## src/db_gpio_pkg.sv

```systemverilog
// GPIO package for the daughterboard GPIO block
// Line count per connector and the trace mapping tables of both slots
// Both tables share the same internal bit order

`default_nettype none

package db_gpio_pkg;

  // GPIO lines per daughterboard connector
  localparam int NUM_GPIO = 20;

  // Width of one entry in a mapping table
  localparam int MAP_IDX_W = 5;

  // One connector worth of GPIO lines
  typedef logic [NUM_GPIO-1:0] gpio_t;

  // Slot 0 mapping
  // Entry i holds the trace index carrying internal bit i
  // Listed from internal bit 19 down to internal bit 0
  localparam logic [MAP_IDX_W*NUM_GPIO-1:0] PORT0_MAPPING = {
    5'd19, 5'd17, 5'd0,  5'd14,
    5'd15, 5'd10, 5'd4,  5'd5,
    5'd16, 5'd18, 5'd8,  5'd6,
    5'd1,  5'd9,  5'd2,  5'd3,
    5'd11, 5'd7,  5'd13, 5'd12
  };

  // Slot 1 mapping
  // Traces on this connector are routed differently on the motherboard
  localparam logic [MAP_IDX_W*NUM_GPIO-1:0] PORT1_MAPPING = {
    5'd10, 5'd6,  5'd7,  5'd2,
    5'd3,  5'd0,  5'd1,  5'd4,
    5'd8,  5'd9,  5'd11, 5'd5,
    5'd13, 5'd12, 5'd15, 5'd14,
    5'd19, 5'd18, 5'd17, 5'd16
  };

endpackage : db_gpio_pkg

`default_nettype wire

```

## src/db_gpio_regs_pkg.sv

```systemverilog
// Register map package for the daughterboard GPIO block
// Control port widths, slot select bit and the per-slot register offsets

`default_nettype none

package db_gpio_regs_pkg;

  // Control port bus widths
  localparam int CTRL_ADDR_W = 8;
  localparam int CTRL_DATA_W = 32;

  // Address bit choosing slot 1 when set
  localparam int SLOT_SEL_BIT = 4;

  // Low address bits decoded inside one slot
  localparam int REG_OFFSET_W = 4;

  // Per-slot register offsets
  // Offsets 4 to 15 are unmapped and read as zero
  typedef enum logic [REG_OFFSET_W-1:0] {
    // Output levels
    REG_GPIO_OUT     = 4'd0,
    // Output enables
    REG_GPIO_OUT_EN  = 4'd1,
    // Synchronized input levels, read only
    REG_GPIO_IN      = 4'd2,
    // Sticky change flags, write one to clear
    REG_GPIO_CHANGED = 4'd3
  } reg_offset_t;

endpackage : db_gpio_regs_pkg

`default_nettype wire

```

## src/ctrlport_if.sv

```systemverilog
// Control port interface
// One request path and one response path between a master and a slave

`timescale 1ns/1ps
`default_nettype none

interface ctrlport_if;
  import db_gpio_regs_pkg::*;

  // Request side
  logic                   req_wr;
  logic                   req_rd;
  logic [CTRL_ADDR_W-1:0] req_addr;
  logic [CTRL_DATA_W-1:0] req_data;

  // Response side
  logic                   resp_ack;
  logic [CTRL_DATA_W-1:0] resp_data;

  // Issues requests and collects responses
  modport master (
    output req_wr, req_rd, req_addr, req_data,
    input  resp_ack, resp_data
  );

  // Answers requests
  modport slave (
    input  req_wr, req_rd, req_addr, req_data,
    output resp_ack, resp_data
  );

endinterface : ctrlport_if

`default_nettype wire

```

## src/db_gpio_reordering.sv

```systemverilog
// Daughterboard GPIO reordering
// Maps the common internal bit order onto the connector traces of each slot
// so one daughterboard CPLD image works on both connectors
// Purely combinational

`timescale 1ns/1ps
`default_nettype none

module db_gpio_reordering (
  // Internal order, slot 0
  output wire db_gpio_pkg::gpio_t db0_gpio_in_int,
  input  db_gpio_pkg::gpio_t      db0_gpio_out_int,
  input  db_gpio_pkg::gpio_t      db0_gpio_out_en_int,
  // Internal order, slot 1
  output wire db_gpio_pkg::gpio_t db1_gpio_in_int,
  input  db_gpio_pkg::gpio_t      db1_gpio_out_int,
  input  db_gpio_pkg::gpio_t      db1_gpio_out_en_int,
  // Trace order, slot 0
  input  db_gpio_pkg::gpio_t      db0_gpio_in_ext,
  output wire db_gpio_pkg::gpio_t db0_gpio_out_ext,
  output wire db_gpio_pkg::gpio_t db0_gpio_out_en_ext,
  // Trace order, slot 1
  input  db_gpio_pkg::gpio_t      db1_gpio_in_ext,
  output wire db_gpio_pkg::gpio_t db1_gpio_out_ext,
  output wire db_gpio_pkg::gpio_t db1_gpio_out_en_ext
);
  import db_gpio_pkg::*;

  // One loop iteration per internal bit
  for (genvar i = 0; i < NUM_GPIO; i++) begin : g_reorder
    // Trace carrying internal bit i on each connector
    localparam int TRACE0 = int'(PORT0_MAPPING[i*MAP_IDX_W +: MAP_IDX_W]);
    localparam int TRACE1 = int'(PORT1_MAPPING[i*MAP_IDX_W +: MAP_IDX_W]);

    // Inputs come back from the trace to the internal bit
    assign db0_gpio_in_int[i] = db0_gpio_in_ext[TRACE0];
    assign db1_gpio_in_int[i] = db1_gpio_in_ext[TRACE1];

    // Output levels go out on the mapped trace
    assign db0_gpio_out_ext[TRACE0] = db0_gpio_out_int[i];
    assign db1_gpio_out_ext[TRACE1] = db1_gpio_out_int[i];

    // Output enables follow the same trace as their level
    assign db0_gpio_out_en_ext[TRACE0] = db0_gpio_out_en_int[i];
    assign db1_gpio_out_en_ext[TRACE1] = db1_gpio_out_en_int[i];
  end

endmodule : db_gpio_reordering

`default_nettype wire

```

## src/db_gpio_input_sync.sv

```systemverilog
// GPIO input synchronizer for one slot
// Two flop synchronizer plus sticky per-bit change flags
// Flags are cleared by a masked write-one-to-clear pulse

`timescale 1ns/1ps
`default_nettype none

module db_gpio_input_sync (
  input  logic               ctrlport_clk,
  input  logic               rst_n,
  input  db_gpio_pkg::gpio_t gpio_async,
  input  db_gpio_pkg::gpio_t clear_mask,
  input  logic               clear,
  output db_gpio_pkg::gpio_t gpio_sync,
  output db_gpio_pkg::gpio_t changed
);
  import db_gpio_pkg::*;

  // First synchronizer stage, may go metastable
  gpio_t sync_meta;
  // Previous synchronized value for edge detection
  gpio_t sync_prev;
  // Bits that moved since the last cycle
  gpio_t diff;
  // Flags removed by the current clear pulse
  gpio_t clr_bits;

  assign diff     = gpio_sync ^ sync_prev;
  assign clr_bits = clear ? clear_mask : '0;

  always_ff @(posedge ctrlport_clk) begin
    if (!rst_n) begin
      sync_meta <= '0;
      gpio_sync <= '0;
      sync_prev <= '0;
      changed   <= '0;
    end else begin
      sync_meta <= gpio_async;
      gpio_sync <= sync_meta;
      sync_prev <= gpio_sync;
      // New change in the same cycle beats the clear
      changed   <= (changed & ~clr_bits) | diff;
    end
  end

endmodule : db_gpio_input_sync

`default_nettype wire

```

## src/db_gpio_regs.sv

```systemverilog
// GPIO register block for one daughterboard slot
// Holds output levels and enables, reports synchronized inputs
// and sticky change flags over the control port
// Every request is answered with one registered ack a cycle later

`timescale 1ns/1ps
`default_nettype none

module db_gpio_regs (
  input  logic               ctrlport_clk,
  input  logic               rst_n,
  ctrlport_if.slave          bus,
  input  db_gpio_pkg::gpio_t gpio_in,
  output db_gpio_pkg::gpio_t gpio_out,
  output db_gpio_pkg::gpio_t gpio_out_en
);
  import db_gpio_pkg::*;
  import db_gpio_regs_pkg::*;

  // Zero padding above the GPIO bits in a data word
  localparam int PAD_W = CTRL_DATA_W - NUM_GPIO;

  // Decoded register offset
  reg_offset_t offset;

  // Synchronizer outputs
  gpio_t gpio_sync;
  gpio_t gpio_changed;

  // Change flag clear strobe and its mask
  logic  chg_clear;
  gpio_t chg_clear_mask;

  // Read data before the response register
  logic [CTRL_DATA_W-1:0] rd_data;

  // Only the low address bits matter inside a slot
  assign offset = reg_offset_t'(bus.req_addr[REG_OFFSET_W-1:0]);

  // Write one to clear on the change register
  assign chg_clear      = bus.req_wr && (offset == REG_GPIO_CHANGED);
  assign chg_clear_mask = bus.req_data[NUM_GPIO-1:0];

  db_gpio_input_sync input_sync_inst (
    .ctrlport_clk (ctrlport_clk),
    .rst_n        (rst_n),
    .gpio_async   (gpio_in),
    .clear_mask   (chg_clear_mask),
    .clear        (chg_clear),
    .gpio_sync    (gpio_sync),
    .changed      (gpio_changed)
  );

  // Output registers
  always_ff @(posedge ctrlport_clk) begin
    if (!rst_n) begin
      gpio_out    <= '0;
      gpio_out_en <= '0;
    end else if (bus.req_wr) begin
      case (offset)
        REG_GPIO_OUT:    gpio_out    <= bus.req_data[NUM_GPIO-1:0];
        REG_GPIO_OUT_EN: gpio_out_en <= bus.req_data[NUM_GPIO-1:0];
        // Read only and unmapped offsets drop the write
        default: ;
      endcase
    end
  end

  // Read mux, zero extended to the bus width
  always_comb begin
    case (offset)
      REG_GPIO_OUT:     rd_data = {{PAD_W{1'b0}}, gpio_out};
      REG_GPIO_OUT_EN:  rd_data = {{PAD_W{1'b0}}, gpio_out_en};
      REG_GPIO_IN:      rd_data = {{PAD_W{1'b0}}, gpio_sync};
      REG_GPIO_CHANGED: rd_data = {{PAD_W{1'b0}}, gpio_changed};
      default:          rd_data = '0;
    endcase
  end

  // Response register
  // Ack for reads and writes alike, data only for reads
  always_ff @(posedge ctrlport_clk) begin
    if (!rst_n) begin
      bus.resp_ack  <= 1'b0;
      bus.resp_data <= '0;
    end else begin
      bus.resp_ack  <= bus.req_wr | bus.req_rd;
      bus.resp_data <= bus.req_rd ? rd_data : '0;
    end
  end

endmodule : db_gpio_regs

`default_nettype wire

```

## src/db_gpio_ctrlport_split.sv

```systemverilog
// Control port splitter for the two daughterboard slots
// Steers each request to one slot register block by the slot select bit
// and merges the two responses back onto the upstream port
// Combinational in both directions

`timescale 1ns/1ps
`default_nettype none

module db_gpio_ctrlport_split (
  // Upstream control port
  input  logic                                     s_req_wr,
  input  logic                                     s_req_rd,
  input  logic [db_gpio_regs_pkg::CTRL_ADDR_W-1:0] s_req_addr,
  input  logic [db_gpio_regs_pkg::CTRL_DATA_W-1:0] s_req_data,
  output logic                                     s_resp_ack,
  output logic [db_gpio_regs_pkg::CTRL_DATA_W-1:0] s_resp_data,
  // Per slot control ports
  ctrlport_if.master                               slot0_bus,
  ctrlport_if.master                               slot1_bus
);
  import db_gpio_regs_pkg::*;

  // High selects slot 1
  logic slot_sel;

  assign slot_sel = s_req_addr[SLOT_SEL_BIT];

  // Strobes reach only the selected slot
  assign slot0_bus.req_wr = s_req_wr & ~slot_sel;
  assign slot0_bus.req_rd = s_req_rd & ~slot_sel;
  assign slot1_bus.req_wr = s_req_wr &  slot_sel;
  assign slot1_bus.req_rd = s_req_rd &  slot_sel;

  // Address and data fan out to both slots
  // Offsets are decoded inside each register block
  assign slot0_bus.req_addr = s_req_addr;
  assign slot0_bus.req_data = s_req_data;
  assign slot1_bus.req_addr = s_req_addr;
  assign slot1_bus.req_data = s_req_data;

  // At most one request in flight so only one slot acks at a time
  assign s_resp_ack = slot0_bus.resp_ack | slot1_bus.resp_ack;

  // Data from whichever slot answered
  assign s_resp_data = slot1_bus.resp_ack ? slot1_bus.resp_data
                                          : slot0_bus.resp_data;

endmodule : db_gpio_ctrlport_split

`default_nettype wire

```

## src/db_gpio_top.sv

```systemverilog
// Daughterboard GPIO top level
// Control port registers for the GPIO lines of two daughterboard slots
// Splitter, one register block per slot and the trace reordering layer
// All logic runs on the control port clock

`timescale 1ns/1ps
`default_nettype none

module db_gpio_top (
  input  logic                                     ctrlport_clk,
  input  logic                                     rst_n,
  // Control port
  input  logic                                     s_req_wr,
  input  logic                                     s_req_rd,
  input  logic [db_gpio_regs_pkg::CTRL_ADDR_W-1:0] s_req_addr,
  input  logic [db_gpio_regs_pkg::CTRL_DATA_W-1:0] s_req_data,
  output logic                                     s_resp_ack,
  output logic [db_gpio_regs_pkg::CTRL_DATA_W-1:0] s_resp_data,
  // Slot 0 connector, trace order
  input  db_gpio_pkg::gpio_t                       db0_gpio_in_ext,
  output db_gpio_pkg::gpio_t                       db0_gpio_out_ext,
  output db_gpio_pkg::gpio_t                       db0_gpio_out_en_ext,
  // Slot 1 connector, trace order
  input  db_gpio_pkg::gpio_t                       db1_gpio_in_ext,
  output db_gpio_pkg::gpio_t                       db1_gpio_out_ext,
  output db_gpio_pkg::gpio_t                       db1_gpio_out_en_ext
);
  import db_gpio_pkg::*;

  // Per slot control ports
  ctrlport_if slot0_bus ();
  ctrlport_if slot1_bus ();

  // Internal order GPIO vectors
  gpio_t db0_gpio_in_int;
  gpio_t db0_gpio_out_int;
  gpio_t db0_gpio_out_en_int;
  gpio_t db1_gpio_in_int;
  gpio_t db1_gpio_out_int;
  gpio_t db1_gpio_out_en_int;

  db_gpio_ctrlport_split ctrlport_split_inst (
    .s_req_wr    (s_req_wr),
    .s_req_rd    (s_req_rd),
    .s_req_addr  (s_req_addr),
    .s_req_data  (s_req_data),
    .s_resp_ack  (s_resp_ack),
    .s_resp_data (s_resp_data),
    .slot0_bus   (slot0_bus.master),
    .slot1_bus   (slot1_bus.master)
  );

  // Slot 0 registers
  db_gpio_regs slot0_regs (
    .ctrlport_clk (ctrlport_clk),
    .rst_n        (rst_n),
    .bus          (slot0_bus.slave),
    .gpio_in      (db0_gpio_in_int),
    .gpio_out     (db0_gpio_out_int),
    .gpio_out_en  (db0_gpio_out_en_int)
  );

  // Slot 1 registers
  db_gpio_regs slot1_regs (
    .ctrlport_clk (ctrlport_clk),
    .rst_n        (rst_n),
    .bus          (slot1_bus.slave),
    .gpio_in      (db1_gpio_in_int),
    .gpio_out     (db1_gpio_out_int),
    .gpio_out_en  (db1_gpio_out_en_int)
  );

  // Internal order to connector trace order
  db_gpio_reordering reordering_inst (
    .db0_gpio_in_int     (db0_gpio_in_int),
    .db0_gpio_out_int    (db0_gpio_out_int),
    .db0_gpio_out_en_int (db0_gpio_out_en_int),
    .db1_gpio_in_int     (db1_gpio_in_int),
    .db1_gpio_out_int    (db1_gpio_out_int),
    .db1_gpio_out_en_int (db1_gpio_out_en_int),
    .db0_gpio_in_ext     (db0_gpio_in_ext),
    .db0_gpio_out_ext    (db0_gpio_out_ext),
    .db0_gpio_out_en_ext (db0_gpio_out_en_ext),
    .db1_gpio_in_ext     (db1_gpio_in_ext),
    .db1_gpio_out_ext    (db1_gpio_out_ext),
    .db1_gpio_out_en_ext (db1_gpio_out_en_ext)
  );

endmodule : db_gpio_top

`default_nettype wire

```

## config.mk

```make
export PLATFORM = sky130hd
export DESIGN_NAME = db_gpio_top
export DESIGN_NICKNAME = d
export VERILOG_FILES = /design/src/db_gpio_pkg.sv /design/src/db_gpio_regs_pkg.sv /design/src/ctrlport_if.sv /design/src/db_gpio_reordering.sv /design/src/db_gpio_input_sync.sv /design/src/db_gpio_regs.sv /design/src/db_gpio_ctrlport_split.sv /design/src/db_gpio_top.sv
export SDC_FILE = /design/constraint.sdc
export NUM_CORES = 1
export LEC_CHECK = 0
export BUFFER_PORTS_ARGS = -buffer_cell sky130_fd_sc_hd__buf_4
export CAP_MARGIN = 10
export CORE_AREA = 8 8 145 180
export CTS_CLUSTER_SIZE = 30
export DETAILED_ROUTE_END_ITERATION = 10
export DIE_AREA = 0 0 153 188
export GPL_ROUTABILITY_DRIVEN = 1
export GPL_TIMING_DRIVEN = 0
export PLACE_DENSITY_LB_ADDON = 0.05
export SLEW_MARGIN = 30
export SYNTH_ARGS = -nofsm -noshare
export SYNTH_HDL_FRONTEND = slang
export SYNTH_SLANG_ARGS = --single-unit
```

## constraint.sdc

```tcl
create_clock -name ctrlport_clk -period 1.55 [get_ports ctrlport_clk]
set_input_delay 0.2325 -clock ctrlport_clk [delete_from_list [all_inputs] [get_ports ctrlport_clk]]
set_output_delay 0.2325 -clock ctrlport_clk [all_outputs]
set_load 0.005 [all_outputs]
```

==> flow_summary.json <==
{
  "run_status": "finished, violations left",
  "failed_checks": "setup timing",
  "hp-class": "in -> reg",
  "cts_buffer_depth": 3,
  "critPathMaxStageDelay_ns": 0.43,
  "num_antenna_cells": 0,
  "cts_tree": "built",
  "grt_pass1_vias": 8483,
  "initial_core_util_pct": 45.8,
  "syn2layout_area_growth_pct": 30.4,
  "maxSlewHeadroom_pct": 52.5,
  "hold_violations": 0,
  "timing.critical_path.max_delay_family": "flip-flops",
  "critPathRequiredTime_ns": 1.32,
  "wire_per_inst_um": 19.8,
  "dr_total_vias": 8211,
  "grt-ovfl-total": 0,
  "final_core_util_pct": 59.8,
  "dpl.hpwl_mm": 23.4,
  "yosysWarnings": 0,
  "dieArea_mm2": 0.0288,
  "grtUsageTotal_pct": 21.6,
  "htreeDepth": 1,
  "final_nets": 1368,
  "synth_flop_cell": "dfxtp_1",
  "drv_cap": 0,
  "ys_ff_latch": 282,
  "synth_edf_count": 0,
  "path_max_fanout": 5,
  "drive_gt1_share_pct": 21.8,
  "finalSetupViolCount": 21,
  "yosysSeqAreaShare_pct": 52.6,
  "avgSynthCellArea_um2": 10.4,
  "cp.arrival_ns": 1.58,
  "synth.distinct_cells": 33,
  "worstMarginPinSlew_ns": 0.712,
  "final_cell_mix": "281 x dfxtp_1, 160 x buf_4, 160 x mux2i_1, 140 x and2_1, 105 x nand2_1",
  "setup_tns_ns": -4.99,
  "final_common_cell": "dfxtp_1",
  "core-area_mm2": 0.0234,
  "die_h_um": 188,
  "timing.fmax_ghz": 0.550,
  "clock_latency_ns": 0.54,
  "layout.filler_cells": 2104,
  "p_leak_nw": 6.39,
  "grt_pass1_wl_mm": 48.7,
  "fin_worst_skew_ns": 0.0116,
  "ir_drop_v": 0.000764,
  "end_kind": "output pin",
  "power.total_mw": 15.6,
  "dieWidth_um": 153,
  "period_share_pct": 117,
  "syn-cell-area_mm2": 0.0107,
  "drc_errors": 0,
  "drt_iter0_drc": 353,
  "async_reset_ff_share_pct": 0,
  "first_pass_iters": 5,
  "fin_ws_ns": -0.267,
  "multiInputGateArea_mm2": 0.00474,
  "synth_cells": 1031,
  "vias_per_cell": 5.14,
  "cts_made_buffers": 28,
  "worstSetupPathType": "reg -> out",
  "power.density_mw_per_mm2": 1110,
  "cts_root_buffer": "clkbuf_16",
  "globalplace.congestion": 0.882,
  "antenna_left": 0,
  "clk_pin_slew_ns": 0.06,
  "slew_violations": 0,
  "path_buf_inv": 2,
  "regArea_mm2": 0.00565,
  "whs_ns": 0.0360,
  "ios": 197,
  "antenna_found_initial": 0,
  "period_needed_ns": 1.82,
  "fp-row-count": 63,
  "rsz0062_at_grt": "yes",
  "cts.sinks": 282,
  "slowest_stage": "dfxtp_4",
  "io_buffers": 166,
  "wl_mm": 31.7,
  "crit_path_start_kind": "flop",
  "crit_chain": "clkbuf_16, mux2_4, buf_6",
  "grt_start_max_net_pins": 15
}
==> routing by layer <==
metal  wire length, um  GRT usage (%)
met1             13200           24.8
met4               879           7.36
met5                 0              0
met2             16000           39.4
met3              1610           4.28
==> path summary, 6_finish.rpt <==
| kind | to | slack, ns | depth (start not counted) | start |
|---|---|---|---|---|
| setup reg to reg | slot1_regs.input_sync_inst.changed[19] | 0.49 | 3 | slot1_regs.input_sync_inst.gpio_sync[19] |
| hold / removal | slot0_regs.bus.resp_ack | 0.04 | 3 | s_req_rd |
| hold reg to reg | slot0_regs.input_sync_inst.gpio_sync[7] | 0.43 | 1 | slot0_regs.input_sync_inst.sync_meta[7] |
| setup / recovery | s_resp_data[9] | -0.27 | 3 | slot1_regs.bus.resp_ack |
==> power breakdown <==
group	total (mW)	switching, mW	leakage [nW]	internal [mW]
clock	6.84	2.82	0.466	4.01
sequential	7.60	0.127	2.30	7.47
combinational	1.16	0.599	3.62	0.565
total	15.6	3.55	6.39	12.0
==> cell usage after synthesis (5+ instances only) <==
cell	count	area, um^2
buf_6	6	67.6
a41oi_1	20	175
dfxtp_1	282	5650
nand2_1	105	394
buf_1	6	22.5
o22a_1	20	175
and2_1	140	876
nor2b_1	21	131
nand3_1	20	100
xor2_1	20	175
buf_4	13	97.6
xnor2_1	20	175
clkbuf_1	39	146
o22ai_1	20	125
a21oi_1	20	100
o21ai_0	35	175
mux2_2	20	225
buf_2	24	120
mux2i_1	160	1600
nor2_1	23	86.3
o21ai_1	5	25.0
==> metrics by stage <==
step / setup slack [ns] / instances / area [um^2]
floorplan: 0.245 / 1042 / 10800
global placement: -0.133 / 1500 / 12400
detailed placement: -0.150 / 1500 / 12400
CTS: -0.274 / 1597 / 14000
global route: -0.294 / 1598 / 14000
finish: -0.267 / 1598 / 14000
==> repair_timing <==
action / 4_1_cts / 5_1_grt
hold buffers: 43 / 0
setup buffers: 0 / 1
gates resized for setup: 51 / 2
cloned: 2 / 0
pin swaps: 1 / 0
endpoints found under the hold margin: 42 / 0
setup endpoints to repair: 21 / 21
==> kinds of logic (layout without fill, tap and decap cells) <==
logic type	count (synthesis)	count (layout)	synth area share, %
and+or+nand+nor	319	319	15.6
buffers and inverters	89	353	4.27
DFF	282	282	52.6
xor gates and xnor gates	40	40	3.27
other	1	12	0.0350
muxes	180	180	17.0
AOI/OAI and AO/OA	120	120	7.23
==> sequential cells by signal, summed over array words and instances, names as in the netlist, 20 cells and up <==
| name | cells |
|---|---|
| slot1_regs.bus.resp_data | 20 |
| slot1_regs.input_sync_inst.gpio_sync | 20 |
| slot0_regs.input_sync_inst.changed | 20 |
| slot1_regs.gpio_out_en | 20 |
| slot0_regs.gpio_out | 20 |
| slot0_regs.input_sync_inst.sync_prev | 20 |
| slot1_regs.gpio_out | 20 |
| slot0_regs.input_sync_inst.sync_meta | 20 |
| slot0_regs.gpio_out_en | 20 |
| slot1_regs.input_sync_inst.sync_prev | 20 |
| slot1_regs.input_sync_inst.sync_meta | 20 |
| slot0_regs.bus.resp_data | 20 |
| slot1_regs.input_sync_inst.changed | 20 |
| slot0_regs.input_sync_inst.gpio_sync | 20 |
==> worst register-to-register path, delay by kind of cell, from the launching register on <==
kind	cells	cell delay, ns
AO/OA/AOI/OAI	2	0.29
XOR/XNOR	1	0.23
flip-flops	1	0.48
==> final cells by class <==
type                    count  area share, %
repair buffers            212           12.8
inverters                   1         0.0268
well taps                 292           2.61
clock inverters             9          0.537
flip-flops and latches    282           40.4
multi-input cells         671           33.9
clock buffers              43           6.21
plain buffers              88           3.55
Power figures use the tool's default switching activity.
